$ cat src/mips_pkg.sv
`default_nettype none

package mips_pkg;

    // ------------------------------------------------------------
    // Widths
    // ------------------------------------------------------------
    localparam int XLEN       = 32;
    localparam int REG_ADDR_W = 5;
    localparam int ALU_OP_W   = 3;

    // Major opcodes
    localparam logic [5:0] OP_RTYPE = 6'h00;
    localparam logic [5:0] OP_ADDI  = 6'h08;
    localparam logic [5:0] OP_LW    = 6'h23;
    localparam logic [5:0] OP_SW    = 6'h2b;

    // Function codes of the register-type group
    localparam logic [5:0] FN_ADD = 6'h20;
    localparam logic [5:0] FN_SUB = 6'h22;
    localparam logic [5:0] FN_AND = 6'h24;
    localparam logic [5:0] FN_OR  = 6'h25;
    localparam logic [5:0] FN_SLT = 6'h2a;

    // ALU operations
    localparam logic [ALU_OP_W-1:0] ALU_ADD = 3'd0;
    localparam logic [ALU_OP_W-1:0] ALU_SUB = 3'd1;
    localparam logic [ALU_OP_W-1:0] ALU_AND = 3'd2;
    localparam logic [ALU_OP_W-1:0] ALU_OR  = 3'd3;
    localparam logic [ALU_OP_W-1:0] ALU_SLT = 3'd4;

    // Operand source selects for the execute stage
    localparam logic [1:0] FWD_NONE = 2'd0;
    localparam logic [1:0] FWD_MEM  = 2'd1;
    localparam logic [1:0] FWD_WB   = 2'd2;

    // ------------------------------------------------------------
    // Instruction word, register and immediate views
    // ------------------------------------------------------------
    typedef union packed {
        struct packed {
            logic [5:0]            opcode;
            logic [REG_ADDR_W-1:0] rs;
            logic [REG_ADDR_W-1:0] rt;
            logic [REG_ADDR_W-1:0] rd;
            logic [4:0]            shamt;
            logic [5:0]            funct;
        } r;
        struct packed {
            logic [5:0]            opcode;
            logic [REG_ADDR_W-1:0] rs;
            logic [REG_ADDR_W-1:0] rt;
            logic [15:0]           imm;
        } i;
    } mips_instr_u;

endpackage

`default_nettype wire

$ cat src/mips_forwarding.sv
`timescale 1ns/1ps
`default_nettype none

module mips_forwarding (
    input  wire  [mips_pkg::REG_ADDR_W-1:0]      i_ex_rs,
    input  wire  [mips_pkg::REG_ADDR_W-1:0]      i_ex_rt,
    input  wire  [mips_pkg::REG_ADDR_W-1:0]      i_mem_dest,
    input  wire                                  i_mem_reg_write,
    input  wire  [mips_pkg::REG_ADDR_W-1:0]      i_wb_dest,
    input  wire                                  i_wb_reg_write,
    output logic [1:0]                           o_fwd_a,
    output logic [1:0]                           o_fwd_b
);

    // Youngest producer wins, r0 is never forwarded
    function automatic logic [1:0] fwd_sel(input logic [mips_pkg::REG_ADDR_W-1:0] src);
        if (i_mem_reg_write && (i_mem_dest != '0) && (i_mem_dest == src)) begin
            fwd_sel = mips_pkg::FWD_MEM;
        end else if (i_wb_reg_write && (i_wb_dest != '0) && (i_wb_dest == src)) begin
            fwd_sel = mips_pkg::FWD_WB;
        end else begin
            fwd_sel = mips_pkg::FWD_NONE;
        end
    endfunction

    assign o_fwd_a = fwd_sel(i_ex_rs);
    assign o_fwd_b = fwd_sel(i_ex_rt);

endmodule

`default_nettype wire

$ cat config.mk
export PLATFORM = sky130hd
export DESIGN_NAME = mips_forwarding
export DESIGN_NICKNAME = d
export VERILOG_FILES = /design/src/mips_pkg.sv /design/src/mips_forwarding.sv
export SDC_FILE = /design/constraint.sdc
export NUM_CORES = 1
export LEC_CHECK = 0
export BUFFER_PORTS_ARGS = -buffer_cell sky130_fd_sc_hd__buf_2
export CORE_AREA = 4 4 41 43
export DETAILED_ROUTE_END_ITERATION = 16
export DIE_AREA = 0 0 45 47
export PLACE_DENSITY_LB_ADDON = 0.25
export RECOVER_POWER = 100
export SYNTH_ARGS = -nofsm -noshare
export SYNTH_HDL_FRONTEND = slang
export SYNTH_SLANG_ARGS = --single-unit
$ cat constraint.sdc
create_clock -name vclk -period 1.5
set_clock_uncertainty 0.2 [all_clocks]
set_input_delay 0.075 -clock vclk [all_inputs]
set_output_delay 0.075 -clock vclk [all_outputs]
set_load 0.005 [all_outputs]
# == Word level (Yosys, flattened, before mapping) ==
# Cells that the tools add are included.
# word_totals
out_inout_bits,4
regBits,0
input_bits,22
# op_classes
n_eq_ne,4
muxes,4
n_reduce_logical,8
# ops
op,count
$eq 5x5->1,4
$reduce_bool 5->1,2
$mux 2,4
$logic_and 1x1->1,6

# == Longest topological paths before layout ==
# depth
word_depth,5
depth_mapped,4
depth_no_buf,4

# == Worst setup path before layout ==
# Ideal clock, no wire load.
# synth_timing
path_kind,input-to-output
start,in i_mem_dest[1] (netlist name)
end,out o_fwd_a[1]
slack_ps,83
arrival_ps,1142
stages,4
required_ps,1225
path_cell_list,or4_1 > o21ai_2 > nor4_1 > nor4_1
# synth_via
elab_chain_cells,4
# synth_lines
element,line_no,text
"start, declared",mips_forwarding.sv:7,"input wire [mips_pkg::REG_ADDR_W-1:0] i_mem_dest,"
$reduce_bool 5->1,mips_forwarding.sv:17,if (i_mem_reg_write && (i_mem_dest != '0) && (i_mem_dest == src)) begin
$logic_and 1x1->1,mips_forwarding.sv:17,
$logic_and 1x1->1 (*),mips_forwarding.sv:17,
$mux 2 (*),mips_forwarding.sv:17,
"end, declared",mips_forwarding.sv:11,"output logic [1:0] o_fwd_a,"
# Every way passes the cells marked *; elsewhere a longest branch is shown, timed or not.

# == Worst setup path in the final report ==
# layout_timing
start,in i_mem_dest[3] (netlist name)
end,out o_fwd_b[1]
# layout_via
elab_chain_cells,4
# layout_lines
element,line_no,text
$reduce_bool 5->1,mips_forwarding.sv:17,
$logic_and 1x1->1,mips_forwarding.sv:17,
$logic_and 1x1->1 (*),mips_forwarding.sv:17,
$mux 2 (*),mips_forwarding.sv:17,
"end, declared",mips_forwarding.sv:12,output logic [1:0] o_fwd_b
# Marked as above.

==> impl_metrics.tcl <==
set metrics [dict create \
    status "complete, but fails checks" \
    violations "setup timing" \
    post-route-period-util_pct 109 \
    dpl.cell_count 80 \
    p_leak_nw 0.222 \
    critPathSlowestCell "or4_4" \
    cp_cell_sequence "buf_6, or4_4, o21ai_4, nor4_2, nor4_1, buf_2" \
    seq_area_um2 0 \
    fin_cells 80 \
    grt_start_max_net_pins 4 \
    synth_area_per_cell_um2 7.58 \
    grt_first_pass_wirelength_mm 1.42 \
    worstHoldPathType "in2out" \
    pwr-share-comb_pct 100.0 \
    yosysTopAreaCell "xnor2_1" \
    dr_total_vias 355 \
    area_growth_pct 102 \
    ys_top_cells_by_area "xnor2_1 54%, xor2_1 14%, nor4_1 9.7%, or4_1 5.8%, nand4_1 4.9%" \
    drt_iter0_drc 0 \
    cpPeakStageDelay_ns 0.54 \
    antenna_found_initial 0 \
    wl_per_cell_um 12.0 \
    synth_nets 56 \
    place.gp.congestion 0.746 \
    drt_wl_total_um 957 \
    cp_max_fo 2 \
    cp.required_ns 1.22 \
    coreArea_mm2 0.00130 \
    hold_slack_ns 0.279 \
    fin_ws_ns -0.134 \
    yosysMostFrequentCell "xnor2_1" \
    via_per_inst 4.44 \
    n_antenna_cell 0 \
    sw_frac_of_total_pct 45.7 \
    hpwl_um 799 \
    synth_cells 34 \
    drc 0 \
    synth_warnings 0 \
    worstMarginPinSlew_ns 0.294 \
    crit_arrival_ns 1.36 \
    drive_gt1_share_pct 60.0 \
    end_kind "primary output" \
    synth_common_cells "16 x xnor2_1, 4 x nor4_1, 4 x xor2_1" \
    max-cap-violations 0 \
    p_sw_w 0.0000650 \
    fin_util_pct 40.1 \
    final_hold_viol_count 0 \
    min_period_ns 1.63 \
    grt_pass1_vias 349 \
    vdd_ir_drop_max_mv 0.0978 \
    grtUsageTotal_pct 8.81 \
    dr.pass1.iters 1 \
    chipWidth_um 45 \
    fmax_mhz 612 \
    synth_cell_type_count 9 \
    crit_path_start_kind "primary input" \
    finalSetupViolations 2 \
    slew_headroom_pct 80.2 \
    dieArea_mm2 0.00212 \
    final_nets 89 \
    clkbuf_count 0 \
    yosysTopAreaCellShare_pct 54.4 \
    die_y_um 47 \
    io_buffers 26 \
    netlist_area_um2 258 \
    yosysSeqAreaShare_pct 0 \
    grt-ovfl-total 0 \
    rsz0062_at_grt "true" \
    power_density_mw_per_mm2 273 \
    finalSetupTns_ns -0.266 \
    initial_utilization_pct 19.8 \
    power_frac_seq_pct 0 \
    p_clk_share_pct 0 \
    path_class "in2out" \
    io-pin-count 26 \
    seq_cells 0 \
    row_count 13 \
    intPower_w 0.0000773 \
    ant_nets 0 \
    slew_viol_final 0 \
    total_power_w 0.000142 \
]
[cells in the final DEF (no fill, tap or decap)]
| cell | synthesis | layout |
|---|---|---|
| nor2_1 | 1 | 1 |
| nor4_1 | 4 | 1 |
| buf_6 | 0 | 3 |
| nand3_2 | 0 | 1 |
| or4_4 | 0 | 1 |
| xnor2_2 | 0 | 2 |
| nand3_1 | 2 | 1 |
| o21ai_4 | 0 | 1 |
| nand2_1 | 2 | 2 |
| or4_1 | 2 | 1 |
| xor2_1 | 4 | 4 |
| nand4_1 | 2 | 2 |
| nor4_2 | 0 | 2 |
| nor4_4 | 0 | 1 |
| buf_4 | 0 | 5 |
| buf_2 | 0 | 23 |
| xnor2_1 | 16 | 14 |
[power by group through the flow]
| stage | Combinational, W | Clock, W | Sequential (W) |
|---|---|---|---|
| 2_1_floorplan | 0.0000546 | 0 | 0 |
| 3_3_place_gp | 0.000120 | 0 | 0 |
| 3_5_place_dp | 0.000118 | 0 | 0 |
| 4_1_cts | 0.000130 | 0 | 0 |
| 5_1_grt | 0.000156 | 0 | 0 |
| 6_report | 0.000142 | 0 | 0 |
[worst max-delay path, delay by kind of cell]
kind	cells	cell delay [ns]
buf+inv	2	0.25
simple gates	3	0.84
compound gates	1	0.19
[through the flow]
stage	worst slack [ns]	cell area (um^2)
global placement	-0.116	444
global route	-0.226	522
CTS	-0.134	482
detailed placement	-0.192	444
floorplan	0.0826	258
finish	-0.134	522
[timing repair]
| item | 4_1_cts | 5_1_grt |
|---|---|---|
| hold buffers | 0 | 0 |
| resized for setup | 5 | 7 |
| endpoints found under the setup margin | 2 | 4 |
| pin swaps | 5 | 4 |
| setup buffers | 1 | 0 |
[logic make-up (layout without fill, tap and decap cells)]
| group | count (synthesis) | in the layout | synth area share, % |
|---|---|---|---|
| AND/OR/NAND/NOR | 13 | 13 | 28.6 |
| buffers and inverters | 0 | 31 | 0 |
| AO/OA/AOI/OAI | 1 | 1 | 3.40 |
| XOR/XNOR | 20 | 20 | 68.0 |
[final cells by class]
class / instances / area [um^2]
well taps: 15 / 18.8
repair buffers: 31 / 186
fillers: 148 / 779
multi-input cells: 34 / 317
[final timing paths]
path | start | endpoint | slack, ns | depth (start not counted)
worst max-delay path | i_mem_dest[3] | o_fwd_b[1] | -0.13 | 6
worst min-delay path | i_wb_reg_write | o_fwd_b[1] | 0.28 | 4
[layer usage]
metal,up-vias,GRT usage (%),share of wire (%)
met3,0,1.92,11
met2,15,16.4,51
li1,184,-,-
met4,0,0,0
met1,156,11.0,38
met5,-,0,0
Power figures use the tool's default switching activity.
