$ cat src/mips_pkg.sv
`default_nettype none

package mips_pkg;

    // ------------------------------------------------------------
    // Widths
    // ------------------------------------------------------------
    localparam int XLEN       = 32;
    localparam int REG_ADDR_W = 5;
    localparam int ALU_OP_W   = 3;

    // Major opcodes
    localparam logic [5:0] OP_RTYPE = 6'h00;
    localparam logic [5:0] OP_ADDI  = 6'h08;
    localparam logic [5:0] OP_LW    = 6'h23;
    localparam logic [5:0] OP_SW    = 6'h2b;

    // Function codes of the register-type group
    localparam logic [5:0] FN_ADD = 6'h20;
    localparam logic [5:0] FN_SUB = 6'h22;
    localparam logic [5:0] FN_AND = 6'h24;
    localparam logic [5:0] FN_OR  = 6'h25;
    localparam logic [5:0] FN_SLT = 6'h2a;

    // ALU operations
    localparam logic [ALU_OP_W-1:0] ALU_ADD = 3'd0;
    localparam logic [ALU_OP_W-1:0] ALU_SUB = 3'd1;
    localparam logic [ALU_OP_W-1:0] ALU_AND = 3'd2;
    localparam logic [ALU_OP_W-1:0] ALU_OR  = 3'd3;
    localparam logic [ALU_OP_W-1:0] ALU_SLT = 3'd4;

    // Operand source selects for the execute stage
    localparam logic [1:0] FWD_NONE = 2'd0;
    localparam logic [1:0] FWD_MEM  = 2'd1;
    localparam logic [1:0] FWD_WB   = 2'd2;

    // ------------------------------------------------------------
    // Instruction word, register and immediate views
    // ------------------------------------------------------------
    typedef union packed {
        struct packed {
            logic [5:0]            opcode;
            logic [REG_ADDR_W-1:0] rs;
            logic [REG_ADDR_W-1:0] rt;
            logic [REG_ADDR_W-1:0] rd;
            logic [4:0]            shamt;
            logic [5:0]            funct;
        } r;
        struct packed {
            logic [5:0]            opcode;
            logic [REG_ADDR_W-1:0] rs;
            logic [REG_ADDR_W-1:0] rt;
            logic [15:0]           imm;
        } i;
    } mips_instr_u;

endpackage

`default_nettype wire

$ cat src/mips_execute.sv
`timescale 1ns/1ps
`default_nettype none

module mips_execute (
    input  wire  [mips_pkg::XLEN-1:0]            i_rs_data,
    input  wire  [mips_pkg::XLEN-1:0]            i_rt_data,
    input  wire  [mips_pkg::XLEN-1:0]            i_imm_ext,
    input  wire                                  i_alu_src,
    input  wire  [mips_pkg::ALU_OP_W-1:0]        i_alu_op,
    input  wire  [1:0]                           i_fwd_a,
    input  wire  [1:0]                           i_fwd_b,
    input  wire  [mips_pkg::XLEN-1:0]            i_mem_result,
    input  wire  [mips_pkg::XLEN-1:0]            i_wb_data,
    output logic [mips_pkg::XLEN-1:0]            o_alu_result,
    output logic [mips_pkg::XLEN-1:0]            o_store_data
);

    logic [mips_pkg::XLEN-1:0] op_a;
    logic [mips_pkg::XLEN-1:0] op_b_reg;
    logic [mips_pkg::XLEN-1:0] op_b;

    function automatic logic [mips_pkg::XLEN-1:0] fwd_mux(
        input logic [1:0]                sel,
        input logic [mips_pkg::XLEN-1:0] reg_val
    );
        case (sel)
            mips_pkg::FWD_MEM: fwd_mux = i_mem_result;
            mips_pkg::FWD_WB:  fwd_mux = i_wb_data;
            default:           fwd_mux = reg_val;
        endcase
    endfunction

    // ------------------------------------------------------------
    // Operand select
    // ------------------------------------------------------------
    assign op_a         = fwd_mux(i_fwd_a, i_rs_data);
    assign op_b_reg     = fwd_mux(i_fwd_b, i_rt_data);
    assign op_b         = i_alu_src ? i_imm_ext : op_b_reg;
    assign o_store_data = op_b_reg;

    // ------------------------------------------------------------
    // ALU
    // ------------------------------------------------------------
    always_comb begin
        case (i_alu_op)
            mips_pkg::ALU_SUB: o_alu_result = op_a - op_b;
            mips_pkg::ALU_AND: o_alu_result = op_a & op_b;
            mips_pkg::ALU_OR:  o_alu_result = op_a | op_b;
            mips_pkg::ALU_SLT: o_alu_result = {{(mips_pkg::XLEN-1){1'b0}},
                                               ($signed(op_a) < $signed(op_b))};
            default:           o_alu_result = op_a + op_b;
        endcase
    end

endmodule

`default_nettype wire

$ cat config.mk
export PLATFORM = sky130hd
export DESIGN_NAME = mips_execute
export DESIGN_NICKNAME = d
export VERILOG_FILES = /design/src/mips_pkg.sv /design/src/mips_execute.sv
export SDC_FILE = /design/constraint.sdc
export NUM_CORES = 1
export LEC_CHECK = 0
export BUFFER_PORTS_ARGS = -buffer_cell sky130_fd_sc_hd__clkbuf_2
export CORE_MARGIN = 3
export CORE_UTILIZATION = 45
export DETAILED_ROUTE_END_ITERATION = 10
export PLACE_DENSITY = 0.76
export SLEW_MARGIN = 20
export SYNTH_ARGS = -nofsm -noshare
export SYNTH_HDL_FRONTEND = slang
export SYNTH_SLANG_ARGS = --single-unit
$ cat constraint.sdc
create_clock -name vclk -period 4.35
set_input_delay 0.435 -clock vclk [all_inputs]
set_output_delay 0.435 -clock vclk [all_outputs]
set_load 0.005 [all_outputs]
# After elaboration in Yosys (flattened, before gate mapping)
# Index checks and enable logic that the tools add are counted.
# word_totals
out_inout_bits	64
word_cells	17
register_bits	0
inputBits	168
# op_classes
bitwise_logic	2
n_eq_ne	8
mux	4
magnitude_cmp	1
n_addsub	2
# ops
cell	n
$pmux 32 s2	2
$pmux 32 s4	1
$add 32x32->32	1
$and 32x32->32	1
$lt 32x32->1	1
$mux 32	1
$or 32x32->32	1
$sub 32x32->32	1
$eq 3x2->1 const B	2
$eq 2x1->1 const B	2
$eq 2x2->1 const B	2
$eq 3x1->1 const B	1
$eq 3x3->1 const B	1

# Logic depth before layout (Yosys ltp)
# depth
depth_word	5
depth_mapped	19
mapped_depth_nobuf	18

# Worst setup path before layout
# No wires, ideal clock.
# synth_timing
path_type	in2out
startpoint	input i_fwd_b[0]
endpoint	output o_alu_result[28] in the netlist's numbering
cell_stages	18
required_ps	3915
arrival_ps	4196
setup_slack_ps	-281
path_buffers	2
path_cell_list	inv_1 -> ha_1 -> clkbuf_1 -> buf_1 -> a21oi_1 -> o21ai_0 -> ha_1 -> inv_1 -> fa_1 -> nor2b_1 -> o211ai_1 -> a21oi_1 -> o21a_1 -> a211o_1 -> a21oi_1 -> o31a_1 -> or4_1 -> a31oi_1
# synth_between
elab_chain_len	5
word_cells_on_any_way	9
cone_classes	2 x add/sub; 2 x eq/ne; 3 x mux; 2 x bitwise
# synth_lines
element	line_no	rtl
start, declared	mips_execute.sv:11	input wire [1:0] i_fwd_b,
$eq 2x2->1 / $eq 2x1->1 (equally long branches)	mips_execute.sv:26	case (sel)
$pmux 32 s2 *	mips_execute.sv:26	
$mux 32 *	mips_execute.sv:38	assign op_b = i_alu_src ? i_imm_ext : op_b_reg;
$add 32x32->32 (tied with other cells)	mips_execute.sv:51	default: o_alu_result = op_a + op_b;
$pmux 32 s4 *	mips_execute.sv:45	case (i_alu_op)
end, declared	mips_execute.sv:14	output logic [mips_pkg::XLEN-1:0] o_alu_result,
# Mark *: on every way between the ends. The rest lies on a longest branch, timed or not.

# Worst setup path in the final report
# layout_timing
startpoint	input i_fwd_b[0]
endpoint	output o_alu_result[27] in the netlist's numbering
# The elaborated chain is that of the path after synthesis.

==> results by group <==
Outcome
  – Outcome: finished with violations
  – Failing checks: setup timing

STA
  – Slew Limit Fails: 0
  – Peak Freq: 0.2171 GHz
  – Final Hold Fails: 0
  – Unrepaired setup endpoints after global routing: true
  – Slew @ Worst Pin: 978.7 ps
  – Setup-failing EPs final: 12
  – Final WS setup: -255.6 ps
  – Tmin final: 4606 ps
  – Relative slew slack: about a third
  – Final period utilization: 105.9%

Floorplan
  – Initial Util: between 40 and 50%
  – Die W: around 130 µm
  – Core ar.: about 0.014 mm²
  – Die Ht: 127.9 µm
  – Row Count: between 40 and 50
  – DIE AREA: ~0.016 mm²
  – IO Pins: between 200 and 250

Finish
  – Num sequential: 0
  – Register area: 0 µm²
  – Final instance area: between 0.01 and 0.015 mm²
  – Area grow syn2layout: 64.79%
  – Clock buf count: 0
  – Fraction of layout cells with a size suffix above 1: between 40% and 50%
  – FILL cells: roughly 1100
  – Nets: about 1800
  – Antenna diodes: 0

Drt
  – DRT Pass-1 Iters: 5
  – Total Wirelength: 36430 µm
  – # DRC: 0
  – Remaining antenna violation count: 0
  – Routed wire length per instance: about 21 µm
  – Initial DRC Count: around 1500
  – Via density: a little over 6
  – Via count: about 11000

Worst hold path
  – Hold Path Class: primary input to primary output

Global route
  – First-pass GRT wire length: between 50000 and 60000 µm
  – Gr ovfl total: 0
  – Met2 GRT Util: 61.40%
  – Initial antenna violation count: 0
  – Met3 Use GR: between 7 and 8%
  – Vias in the first global route: 9732
  – All-layer global routing usage: between 30% and 40%
  – Most crowded layer after global routing: met2
  – Grt met1 use: 56.47%
  – Largest net degree at the start of global routing: 45

Synthesis
  – Post-Syn Area per Cell: 5.987 µm²
  – Mapped Area: 0.006681 mm²
  – Sequential element share of the synthesized area: 0%
  – Unique masters post-synth: 72
  – Synthesized instance count: ~1100
  – Synth warn: 0
  – Syn_nets: about 1400

Critical path
  – Crit-path max FO: 5
  – Arrival @ worst endpoint: approximately 4200 ps
  – Setup Crit Path Kind: primary input to primary output
  – Crit path capture type: primary output
  – Startpoint type of the worst setup path: primary input
  – Required @ worst endpoint: just under 4000 ps

Place
  – Post-DP Area: slightly below 0.01 mm²
  – Buffers on Ports: between 200 and 250
  – Routability cong.: approximately 1.0
  – HPWL reported at the end of detailed placement: between 20000 and 30000 µm

Pwr
  – Pwr per Cell Area: around 240 mW/mm²
  – Maximum VDD drop: 0.1224 mV
  – Power Total: between 2 and 3 mW
  – Static Leakage: between 5 and 6 nW

Flow run
  – Max cap viols: 0
layout make-up:
type | count | area, µm² | share of cell area, %
multi-input cells | 901 | 6728 | 61.10
repair buffers | 527 | 3550 | 32.24
inverters | 134 | 508.0 | 4.614
well taps | 180 | 225.2 | 2.045
repair_timing:
| item | CTS | global route |
|---|---|---|
| gates cloned | 2 | 0 |
| endpoints found under the setup margin | 19 | 22 |
| setup buffers | 18 | 15 |
| resized for setup | 90 | 150 |
| pin swaps | 45 | 61 |
| hold buffers | 0 | 0 |
worst max-delay path, cell delays in order:
cell and delay (ps):
buf_8 110, inv_4 50, ha_4 220, buf_16 150
buf_4 150, nor2_2 130, a21oi_2 80, o21ai_2 240
inv_1 120, ha_1 250, nand2b_1 120, o311a_4 220
a211oi_2 70, a211o_2 290, a221o_2 410, a31oi_4 250
buf_6 150, o21ai_4 60, a221o_1 340, a22o_1 230
clkbuf_2 110
synthesized netlist by cell type, types with 3 or more instances:
master       n  area, µm²
a211oi_1     9      67.56
a21o_1      13      97.59
a21oi_1     94      470.5
a221o_1      3      30.03
a221oi_1    11      96.34
a22oi_1     68      510.5
a311oi_1     6      52.55
a31oi_1     14      87.58
and3_1       3      18.77
and4_1       3      26.28
buf_1       10      37.54
buf_2        6      30.03
clkbuf_1    64      240.2
ha_1       100       1251
inv_1      134      503.0
mux2i_1      3      30.03
nand2_1    128      480.5
nand2b_1    10      62.56
nand3_1      9      45.04
nand4_1     11      68.82
nor2_1     107      401.6
nor2b_1      9      56.30
nor3_1      11      55.05
nor4_1      14      87.58
o2111ai_1    4      35.03
o211a_1      4      40.04
o211ai_1    15      112.6
o21a_1      11      82.58
o21ai_0    126      630.6
o21ba_2      4      40.04
o21bai_1    13      97.59
o221a_2      4      45.04
o221ai_1     3      26.28
o22ai_1     22      137.6
o31a_1       3      26.28
o31ai_1      8      60.06
o41ai_1      4      35.03
or3_1        6      37.54
path summary, 6_finish.rpt:
| check | start | endpoint | cells past startpoint |
|---|---|---|---|
| max | i_fwd_b[0] | o_alu_result[27] | 21 |
| min | i_rt_data[29] | o_store_data[29] | 4 |
cell usage in the layout, fill, tap and decap left out, types with 6 or more instances in the layout:
cell type  synthesis  routed
buf_4              0     273
clkbuf_2           0     222
inv_1            134     129
nand2_1          128     128
nor2_1           107      97
o21ai_0          126      87
ha_1             100      79
a21oi_1           94      67
a22oi_1           68      61
a21oi_2            0      24
o21ai_2            0      22
o22ai_1           22      22
o21ai_1            1      16
o211ai_1          15      15
ha_4               0      15
a21o_1            13      13
buf_6              1      13
a31oi_1           14      12
o21bai_1          13      12
o21a_1            11      11
nand4_1           11      11
nor4_1            14      11
nand2b_1          10      10
nor3_1            11       8
a211oi_1           9       8
nand3_1            9       8
a221oi_1          11       8
buf_2              6       8
a22oi_2            0       7
nor2b_1            9       7
nor2_2             0       6
o31ai_1            8       6
ha_2               0       6
cell families (layout without fill, tap and decap cells):
family / Yosys count / in the layout / synth area share, %
compound gates: 468 / 468 / 45.77
simple gates: 324 / 324 / 21.59
buf+inv: 215 / 661 / 12.30
fa+ha+maj: 102 / 102 / 19.33
mux: 4 / 4 / 0.6180
xor+xnor: 3 / 3 / 0.3933
metrics by stage:
stage / std cells / worst slack (ps) / TNS [ps] / hold slack, ps / utilization, %
2_1_floorplan: 1116 / 29.25 / 0 / 972.8 / -
3_3_place_gp: 1708 / -466.1 / -4641 / 1157 / 68.89
3_5_place_dp: 1708 / -499.6 / -5704 / 1160 / 68.89
4_1_cts: 1728 / -148.0 / -605.7 / 1160 / 72.49
5_1_grt: 1742 / -317.7 / -2534 / 1187 / 77.52
6_report: 1742 / -255.6 / -1533 / 1160 / 77.52
routing by layer:
| layer | up-vias | part of all wire, % | wire (µm) |
|---|---|---|---|
| met5 | - | 0 | 0 |
| met4 | 0 | 3.9 | 1417 |
| met3 | 122 | 12 | 4496 |
| met2 | 860 | 44 | 16050 |
| met1 | 4898 | 40 | 14460 |
| li1 | 4914 | - | - |
power by group:
group          leakage [nW]  internal, mW  switching (mW)
clock                     0             0               0
combinational          5.57          1.20            1.41
sequential                0             0               0
(Power assumes the default switching activity.)
