==> src/mips_pkg.sv <==
`default_nettype none

package mips_pkg;

    // ------------------------------------------------------------
    // Widths
    // ------------------------------------------------------------
    localparam int XLEN       = 32;
    localparam int REG_ADDR_W = 5;
    localparam int ALU_OP_W   = 3;

    // Major opcodes
    localparam logic [5:0] OP_RTYPE = 6'h00;
    localparam logic [5:0] OP_ADDI  = 6'h08;
    localparam logic [5:0] OP_LW    = 6'h23;
    localparam logic [5:0] OP_SW    = 6'h2b;

    // Function codes of the register-type group
    localparam logic [5:0] FN_ADD = 6'h20;
    localparam logic [5:0] FN_SUB = 6'h22;
    localparam logic [5:0] FN_AND = 6'h24;
    localparam logic [5:0] FN_OR  = 6'h25;
    localparam logic [5:0] FN_SLT = 6'h2a;

    // ALU operations
    localparam logic [ALU_OP_W-1:0] ALU_ADD = 3'd0;
    localparam logic [ALU_OP_W-1:0] ALU_SUB = 3'd1;
    localparam logic [ALU_OP_W-1:0] ALU_AND = 3'd2;
    localparam logic [ALU_OP_W-1:0] ALU_OR  = 3'd3;
    localparam logic [ALU_OP_W-1:0] ALU_SLT = 3'd4;

    // Operand source selects for the execute stage
    localparam logic [1:0] FWD_NONE = 2'd0;
    localparam logic [1:0] FWD_MEM  = 2'd1;
    localparam logic [1:0] FWD_WB   = 2'd2;

    // ------------------------------------------------------------
    // Instruction word, register and immediate views
    // ------------------------------------------------------------
    typedef union packed {
        struct packed {
            logic [5:0]            opcode;
            logic [REG_ADDR_W-1:0] rs;
            logic [REG_ADDR_W-1:0] rt;
            logic [REG_ADDR_W-1:0] rd;
            logic [4:0]            shamt;
            logic [5:0]            funct;
        } r;
        struct packed {
            logic [5:0]            opcode;
            logic [REG_ADDR_W-1:0] rs;
            logic [REG_ADDR_W-1:0] rt;
            logic [15:0]           imm;
        } i;
    } mips_instr_u;

endpackage

`default_nettype wire

==> src/mips_decode.sv <==
`timescale 1ns/1ps
`default_nettype none

module mips_decode (
    input  wire                                  i_clk,
    input  wire  mips_pkg::mips_instr_u          i_instr,
    input  wire                                  i_wb_we,
    input  wire  [mips_pkg::REG_ADDR_W-1:0]      i_wb_addr,
    input  wire  [mips_pkg::XLEN-1:0]            i_wb_data,
    output logic [mips_pkg::XLEN-1:0]            o_rs_data,
    output logic [mips_pkg::XLEN-1:0]            o_rt_data,
    output logic [mips_pkg::XLEN-1:0]            o_imm_ext,
    output logic [mips_pkg::REG_ADDR_W-1:0]      o_rs,
    output logic [mips_pkg::REG_ADDR_W-1:0]      o_rt,
    output logic [mips_pkg::REG_ADDR_W-1:0]      o_dest,
    output logic                                 o_reg_write,
    output logic                                 o_mem_to_reg,
    output logic                                 o_mem_write,
    output logic                                 o_alu_src,
    output logic [mips_pkg::ALU_OP_W-1:0]        o_alu_op
);

    logic is_rtype;

    assign is_rtype = (i_instr.r.opcode == mips_pkg::OP_RTYPE);

    mips_reg_file u_reg_file (
        .i_clk      (i_clk),
        .i_rs_addr  (i_instr.r.rs),
        .i_rt_addr  (i_instr.r.rt),
        .i_we       (i_wb_we),
        .i_wr_addr  (i_wb_addr),
        .i_wr_data  (i_wb_data),
        .o_rs_data  (o_rs_data),
        .o_rt_data  (o_rt_data)
    );

    assign o_rs      = i_instr.r.rs;
    assign o_rt      = i_instr.r.rt;
    assign o_dest    = is_rtype ? i_instr.r.rd : i_instr.r.rt;
    assign o_imm_ext = {{(mips_pkg::XLEN-16){i_instr.i.imm[15]}}, i_instr.i.imm};

    // ------------------------------------------------------------
    // Control decode
    // ------------------------------------------------------------
    always_comb begin
        o_reg_write  = 1'b0;
        o_mem_to_reg = 1'b0;
        o_mem_write  = 1'b0;
        o_alu_src    = 1'b0;
        o_alu_op     = mips_pkg::ALU_ADD;
        case (i_instr.r.opcode)
            mips_pkg::OP_RTYPE: begin
                o_reg_write = 1'b1;
                case (i_instr.r.funct)
                    mips_pkg::FN_ADD: o_alu_op = mips_pkg::ALU_ADD;
                    mips_pkg::FN_SUB: o_alu_op = mips_pkg::ALU_SUB;
                    mips_pkg::FN_AND: o_alu_op = mips_pkg::ALU_AND;
                    mips_pkg::FN_OR:  o_alu_op = mips_pkg::ALU_OR;
                    mips_pkg::FN_SLT: o_alu_op = mips_pkg::ALU_SLT;
                    // Covers the all-zero no-op too
                    default:          o_reg_write = 1'b0;
                endcase
            end
            mips_pkg::OP_ADDI: begin
                o_reg_write = 1'b1;
                o_alu_src   = 1'b1;
            end
            mips_pkg::OP_LW: begin
                o_reg_write  = 1'b1;
                o_mem_to_reg = 1'b1;
                o_alu_src    = 1'b1;
            end
            mips_pkg::OP_SW: begin
                o_mem_write = 1'b1;
                o_alu_src   = 1'b1;
            end
            default: begin
                o_reg_write = 1'b0;
            end
        endcase
    end

endmodule

`default_nettype wire

==> src/mips_reg_file.sv <==
`timescale 1ns/1ps
`default_nettype none

module mips_reg_file (
    input  wire                                  i_clk,
    input  wire  [mips_pkg::REG_ADDR_W-1:0]      i_rs_addr,
    input  wire  [mips_pkg::REG_ADDR_W-1:0]      i_rt_addr,
    input  wire                                  i_we,
    input  wire  [mips_pkg::REG_ADDR_W-1:0]      i_wr_addr,
    input  wire  [mips_pkg::XLEN-1:0]            i_wr_data,
    output logic [mips_pkg::XLEN-1:0]            o_rs_data,
    output logic [mips_pkg::XLEN-1:0]            o_rt_data
);

    logic [mips_pkg::XLEN-1:0] regs [32];

    // r0 is hardwired, never stored
    always_ff @(posedge i_clk) begin
        if (i_we && (i_wr_addr != '0)) begin
            regs[i_wr_addr] <= i_wr_data;
        end
    end

    // Write-through so decode sees the value retiring this cycle
    assign o_rs_data = (i_rs_addr == '0) ? '0 :
                       (i_we && (i_wr_addr == i_rs_addr)) ? i_wr_data : regs[i_rs_addr];
    assign o_rt_data = (i_rt_addr == '0) ? '0 :
                       (i_we && (i_wr_addr == i_rt_addr)) ? i_wr_data : regs[i_rt_addr];

endmodule

`default_nettype wire

==> config.mk <==
export PLATFORM = sky130hd
export DESIGN_NAME = mips_decode
export DESIGN_NICKNAME = d
export VERILOG_FILES = /design/src/mips_pkg.sv /design/src/mips_decode.sv /design/src/mips_reg_file.sv
export SDC_FILE = /design/constraint.sdc
export NUM_CORES = 1
export LEC_CHECK = 0
export BUFFER_PORTS_ARGS = -buffer_cell sky130_fd_sc_hd__buf_2
export CORE_ASPECT_RATIO = 0.75
export CORE_MARGIN = 4
export CORE_UTILIZATION = 53
export DETAILED_ROUTE_END_ITERATION = 10
export MAX_ROUTING_LAYER = met4
export PLACE_DENSITY = 0.7
export SYNTH_ARGS = -nofsm -noshare
export SYNTH_HDL_FRONTEND = slang
export SYNTH_HIERARCHICAL = 1
export SYNTH_SLANG_ARGS = --single-unit
==> constraint.sdc <==
create_clock -name i_clk -period 3.6 [get_ports i_clk]
set_input_delay 0.72 -clock i_clk [delete_from_list [all_inputs] [get_ports i_clk]]
set_output_delay 0.72 -clock i_clk [all_outputs]
set_load 0.1 [all_outputs]
-- After elaboration in Yosys (flattened, before gate mapping)
Memories as Yosys holds them, arrays and structs flattened.
Cells that the tools add are included.
- register bits: 0
- latch bits: 0
- memory bits (writable): 1024
- memory bits (read-only): 0
- bits of input ports: 71
- output and inout port bits: 118
- word-level logic and storage cells: 35
- memories: 1
- memory list (name ; words ; width ; rd ports ; clocked after Yosys merged registers in ; wr ports ; line ; text):
    u_reg_file.regs ; 32 ; 32 ; 2 ; 0 ; 1 ; mips_reg_file.sv:15 ; logic [mips_pkg::XLEN-1:0] regs [32];
- add/sub/neg operators: 0
- multiply operators: 0
- div/mod/pow operators: 0
- magnitude comparators: 0
- equal/unequal tests: 10
- shift-type cells: 0
- multiplexer cells: 14
- bitwise gates (word level): 0
- reductions and logical operators: 10
- operator list (operator ; count):
    two-way mux 32 bit ; 4
    == test 6 bit, second input constant ; 7
    case mux 3 bit (4 select lines) ; 1
    == test 5 bit ; 2
    zero test 5 bit ; 2
    == test 6 x 4 -> 1 bit, second input constant ; 1
    zero test 6 bit ; 1
    two-way mux 1 bit ; 6
    two-way mux 5 bit ; 1
    nonzero test 5 bit ; 1
    OR reduction 5 bit ; 1
    logical AND 1 bit ; 3
    two-way mux 3 bit ; 1
    OR reduction 3 bit ; 1
    case mux 1 bit (2 select lines) ; 1
    OR reduction 2 bit ; 1

-- Logic depth before layout (Yosys ltp)
- depth in word-level cells: 4
- mapped depth: 10
- mapped depth without buffers: 5

-- By module
The synthesis kept the hierarchy.
- modules (own cells, without submodules) (module ; instances ; cells each ; area each (µm²) ; seq. area each (µm²)):
    mips_reg_file ; 1 ; 2520 ; 47869.7 ; 30749.5
    mips_decode ; 1 ; 70 ; 580.6 ; 0.0

-- Worst setup path before layout
OpenSTA, ideal clock, no wires.
- kind: input -> output
- start: in i_instr[18] (netlist bit)
- end: out o_rt_data[24] (netlist bit)
- arrival: 4.199 ns
- data required time: 2.880 ns
- path slack: -1.319 ns
- cell stages on the path: 7
- buffers on the path: 3
- path through: buf_4 -> or3b_2 -> buf_2 -> buf_1 -> o221ai_1 -> a221oi_1 -> o31ai_1
- cells in the longest elaborated chain, start to end: 4
- elaborated cells between the ends (all ways): 6
- classes of those cells: eq/ne: 1; mux: 2; reduce/logical: 2; memory: 1
- ends and longest elaborated chain (what ; line ; text):
    start: declaration ; mips_decode.sv:6 ; input wire mips_pkg::mips_instr_u i_instr,
    branches (longest 3 deep; another with memory read (32 x 32 bit)) ; - ;
    two-way mux 32 bit (*) ; mips_reg_file.sv:27 ; assign o_rt_data = (i_rt_addr == '0) ? '0 :
    end: declaration ; mips_decode.sv:11 ; output logic [mips_pkg::XLEN-1:0] o_rt_data,
Every way passes the cells marked *.

-- Final worst setup path
- start: in i_instr[18] (netlist bit)
- end: out o_rt_data[27] (netlist bit)
Same word-level chain as after synthesis.

==> metrics.txt <==
Cell variety after synth slightly above 60; CP endpoint kind output pin; number of global-route vias before repair about 31000; number of synthesized flops with an enable pin 1024; Slew HR around 40%; Rows 95; total power 27.9 mW; final net count 3088; CTS Buffer Depth 3; routability cong. slightly above 0.9; DR WL/cell 38.8 um; Pre-antenna DRT Iters 8; layout cells sized above 1 between 40% and 50%; Worst Hold Slack around 330 ps; most common cell in the netlist edfxtp_1; Final WS setup -32.3 ps; Most used DFF post-synth edfxtp_1; Reg clk slew, reported paths 60 ps; Worst Max-Slew Pin Slew 891 ps; max reg flops 1024; Synth async-reset ratio 0%; Chip Width 357 um; number of I/O pins 189; placed cells 4098; Achievable Freq 275 MHz; crit-path max FO 20; top post-synthesis cells by count edfxtp_1, mux4_2, mux2i_1, a22oi_1, buf_4; area of the die 96400 sq um; Total GRT Usage 35.3%; top cells by area, synth edfxtp_1, mux4_2, mux2i_1; # H-tree levels 3; post-synth top area cell edfxtp_1; Cells after Synth 2590; Ys Warns 6; die height 270 um; pin count of the biggest net entering global routing 46; top cell type's share of synthesized area 63.5%; LEAKAGE about 20 nW; setup tns final -32.3 ps; CTS tree built; VDD IR-drop max 0.408 mV; CP startpoint kind input port; Cell Area, Synth a little under 50000 sq um; final WL ~170 mm; Final setup viols 1; Final Cycle Share 101%; Worst EP arrival 2910 ps; total CTS buffers 100; minimum clock period around 3600 ps; status complete, but fails checks; drt first-iter violations 5760; DP HPWL 106 mm; DP Area 54700 sq um; post-route ant nets 0; Vias/cell 7.43; Fillers 6022; GR Overflow Total 0; DRC Markers 0; critical path class in2out; Place WS -228 ps; max cap viols 0; CTS Root Cell clkbuf_16; Non-Filler Instances 4310; Starting Density 53.8%; Final Cell Area 58500 sq um; failing checks setup timing; Final Core Density 65.0%; PortBufs 178; Area growth syn-to-layout 20.8%; Sink Count 1024; biggest regs u_reg_file/regs (1024); Worst Path Required 2880 ps; Final Max Slew Viols 0; Hold Path Class in2reg; mean area per synthesized cell 18.7 sq um; flops & latches, synth 1024; PD cells 477 nW/um^2; initial antenna violation count 7; Final Hold Violating Endpoints 0; Reg with most FFs u_reg_file/regs; first-pass GRT wire length about 230 mm; DR vias about 32000; core area ~90000 sq um; Seq/Total Area, Yosys ~63%
-- cells by family (layout without fill, tap and decap cells) --
logic type	Yosys count	count (layout)	synth area share (%)
flops	1024	1024	63.5
mux	664	664	24.6
compound gates	417	417	6.39
buf+inv	254	726	3.06
simple gates	220	220	2.28
xor+xnor	10	10	0.181
other cells	1	37	0.00774
-- power breakdown --
part	switching, mW	leakage [nW]	internal [mW]
Combinational	2.71	9.00	1.65
Sequential	0.0783	9.25	13.3
Clock	4.51	1.50	5.65
Total	7.30	19.8	20.6
-- layer usage --
metal	wire [um]	vias to the layer above	global-route usage, %
met2	72700	3177	48.8
met4	7850	0	13.3
met5	0	-	-
li1	-	12000	-
met1	59600	16400	49.2
met3	27200	529	11.6
-- final timing paths --
path | startpoint | cells past startpoint | to | slack (ps)
setup / recovery | i_instr[18] | 8 | o_rt_data[27] | -30
hold / removal | i_wb_data[31] | 1 | u_reg_file/regs[11][31]$_DFFE_PP_ | 330
-- critical path: stages --
cell     delay [ps]
buf_4           160
buf_6           170
xnor2_1         200
nand4_1         220
nor3_2          320
buf_12          280
a22o_1          540
buf_12          250
-- placed cells by master (no fill, tap or decap), types with 18 or more instances in the layout --
master / instances
mux4_2: 417
nand2_1: 58
a22o_1: 46
conb_1: 32
clkinv_1: 20
o21ai_0: 21
a221oi_1: 21
o221ai_1: 29
o22ai_1: 40
buf_4: 273
buf_2: 106
buf_12: 138
a211oi_1: 18
mux2_2: 29
edfxtp_1: 1024
a21oi_1: 28
clkbuf_16: 106
nor2_1: 42
nor2_4: 32
a22oi_1: 78
mux2i_1: 210
clkbuf_1: 25
-- repair_timing --
action,CTS,global route
hold buffers,0,0
gates resized for setup,35,56
cloned,1,5
setup buffers,1,21
setup endpoints to repair,43,45
pin swaps,2,7
hold endpoints to repair,0,0
-- cell type report --
cell class	instances	area, sq um	area share [%]
well taps	1212	1520	2.59
flip-flops and latches	1024	30700	52.5
clock buffers	126	2620	4.48
inverters	3	11.3	0.0192
repair buffers	545	5920	10.1
clock inverters	52	459	0.785
multi-input cells	1343	17200	29.5
diodes	5	12.5	0.0214
(Power assumes the default switching activity.)
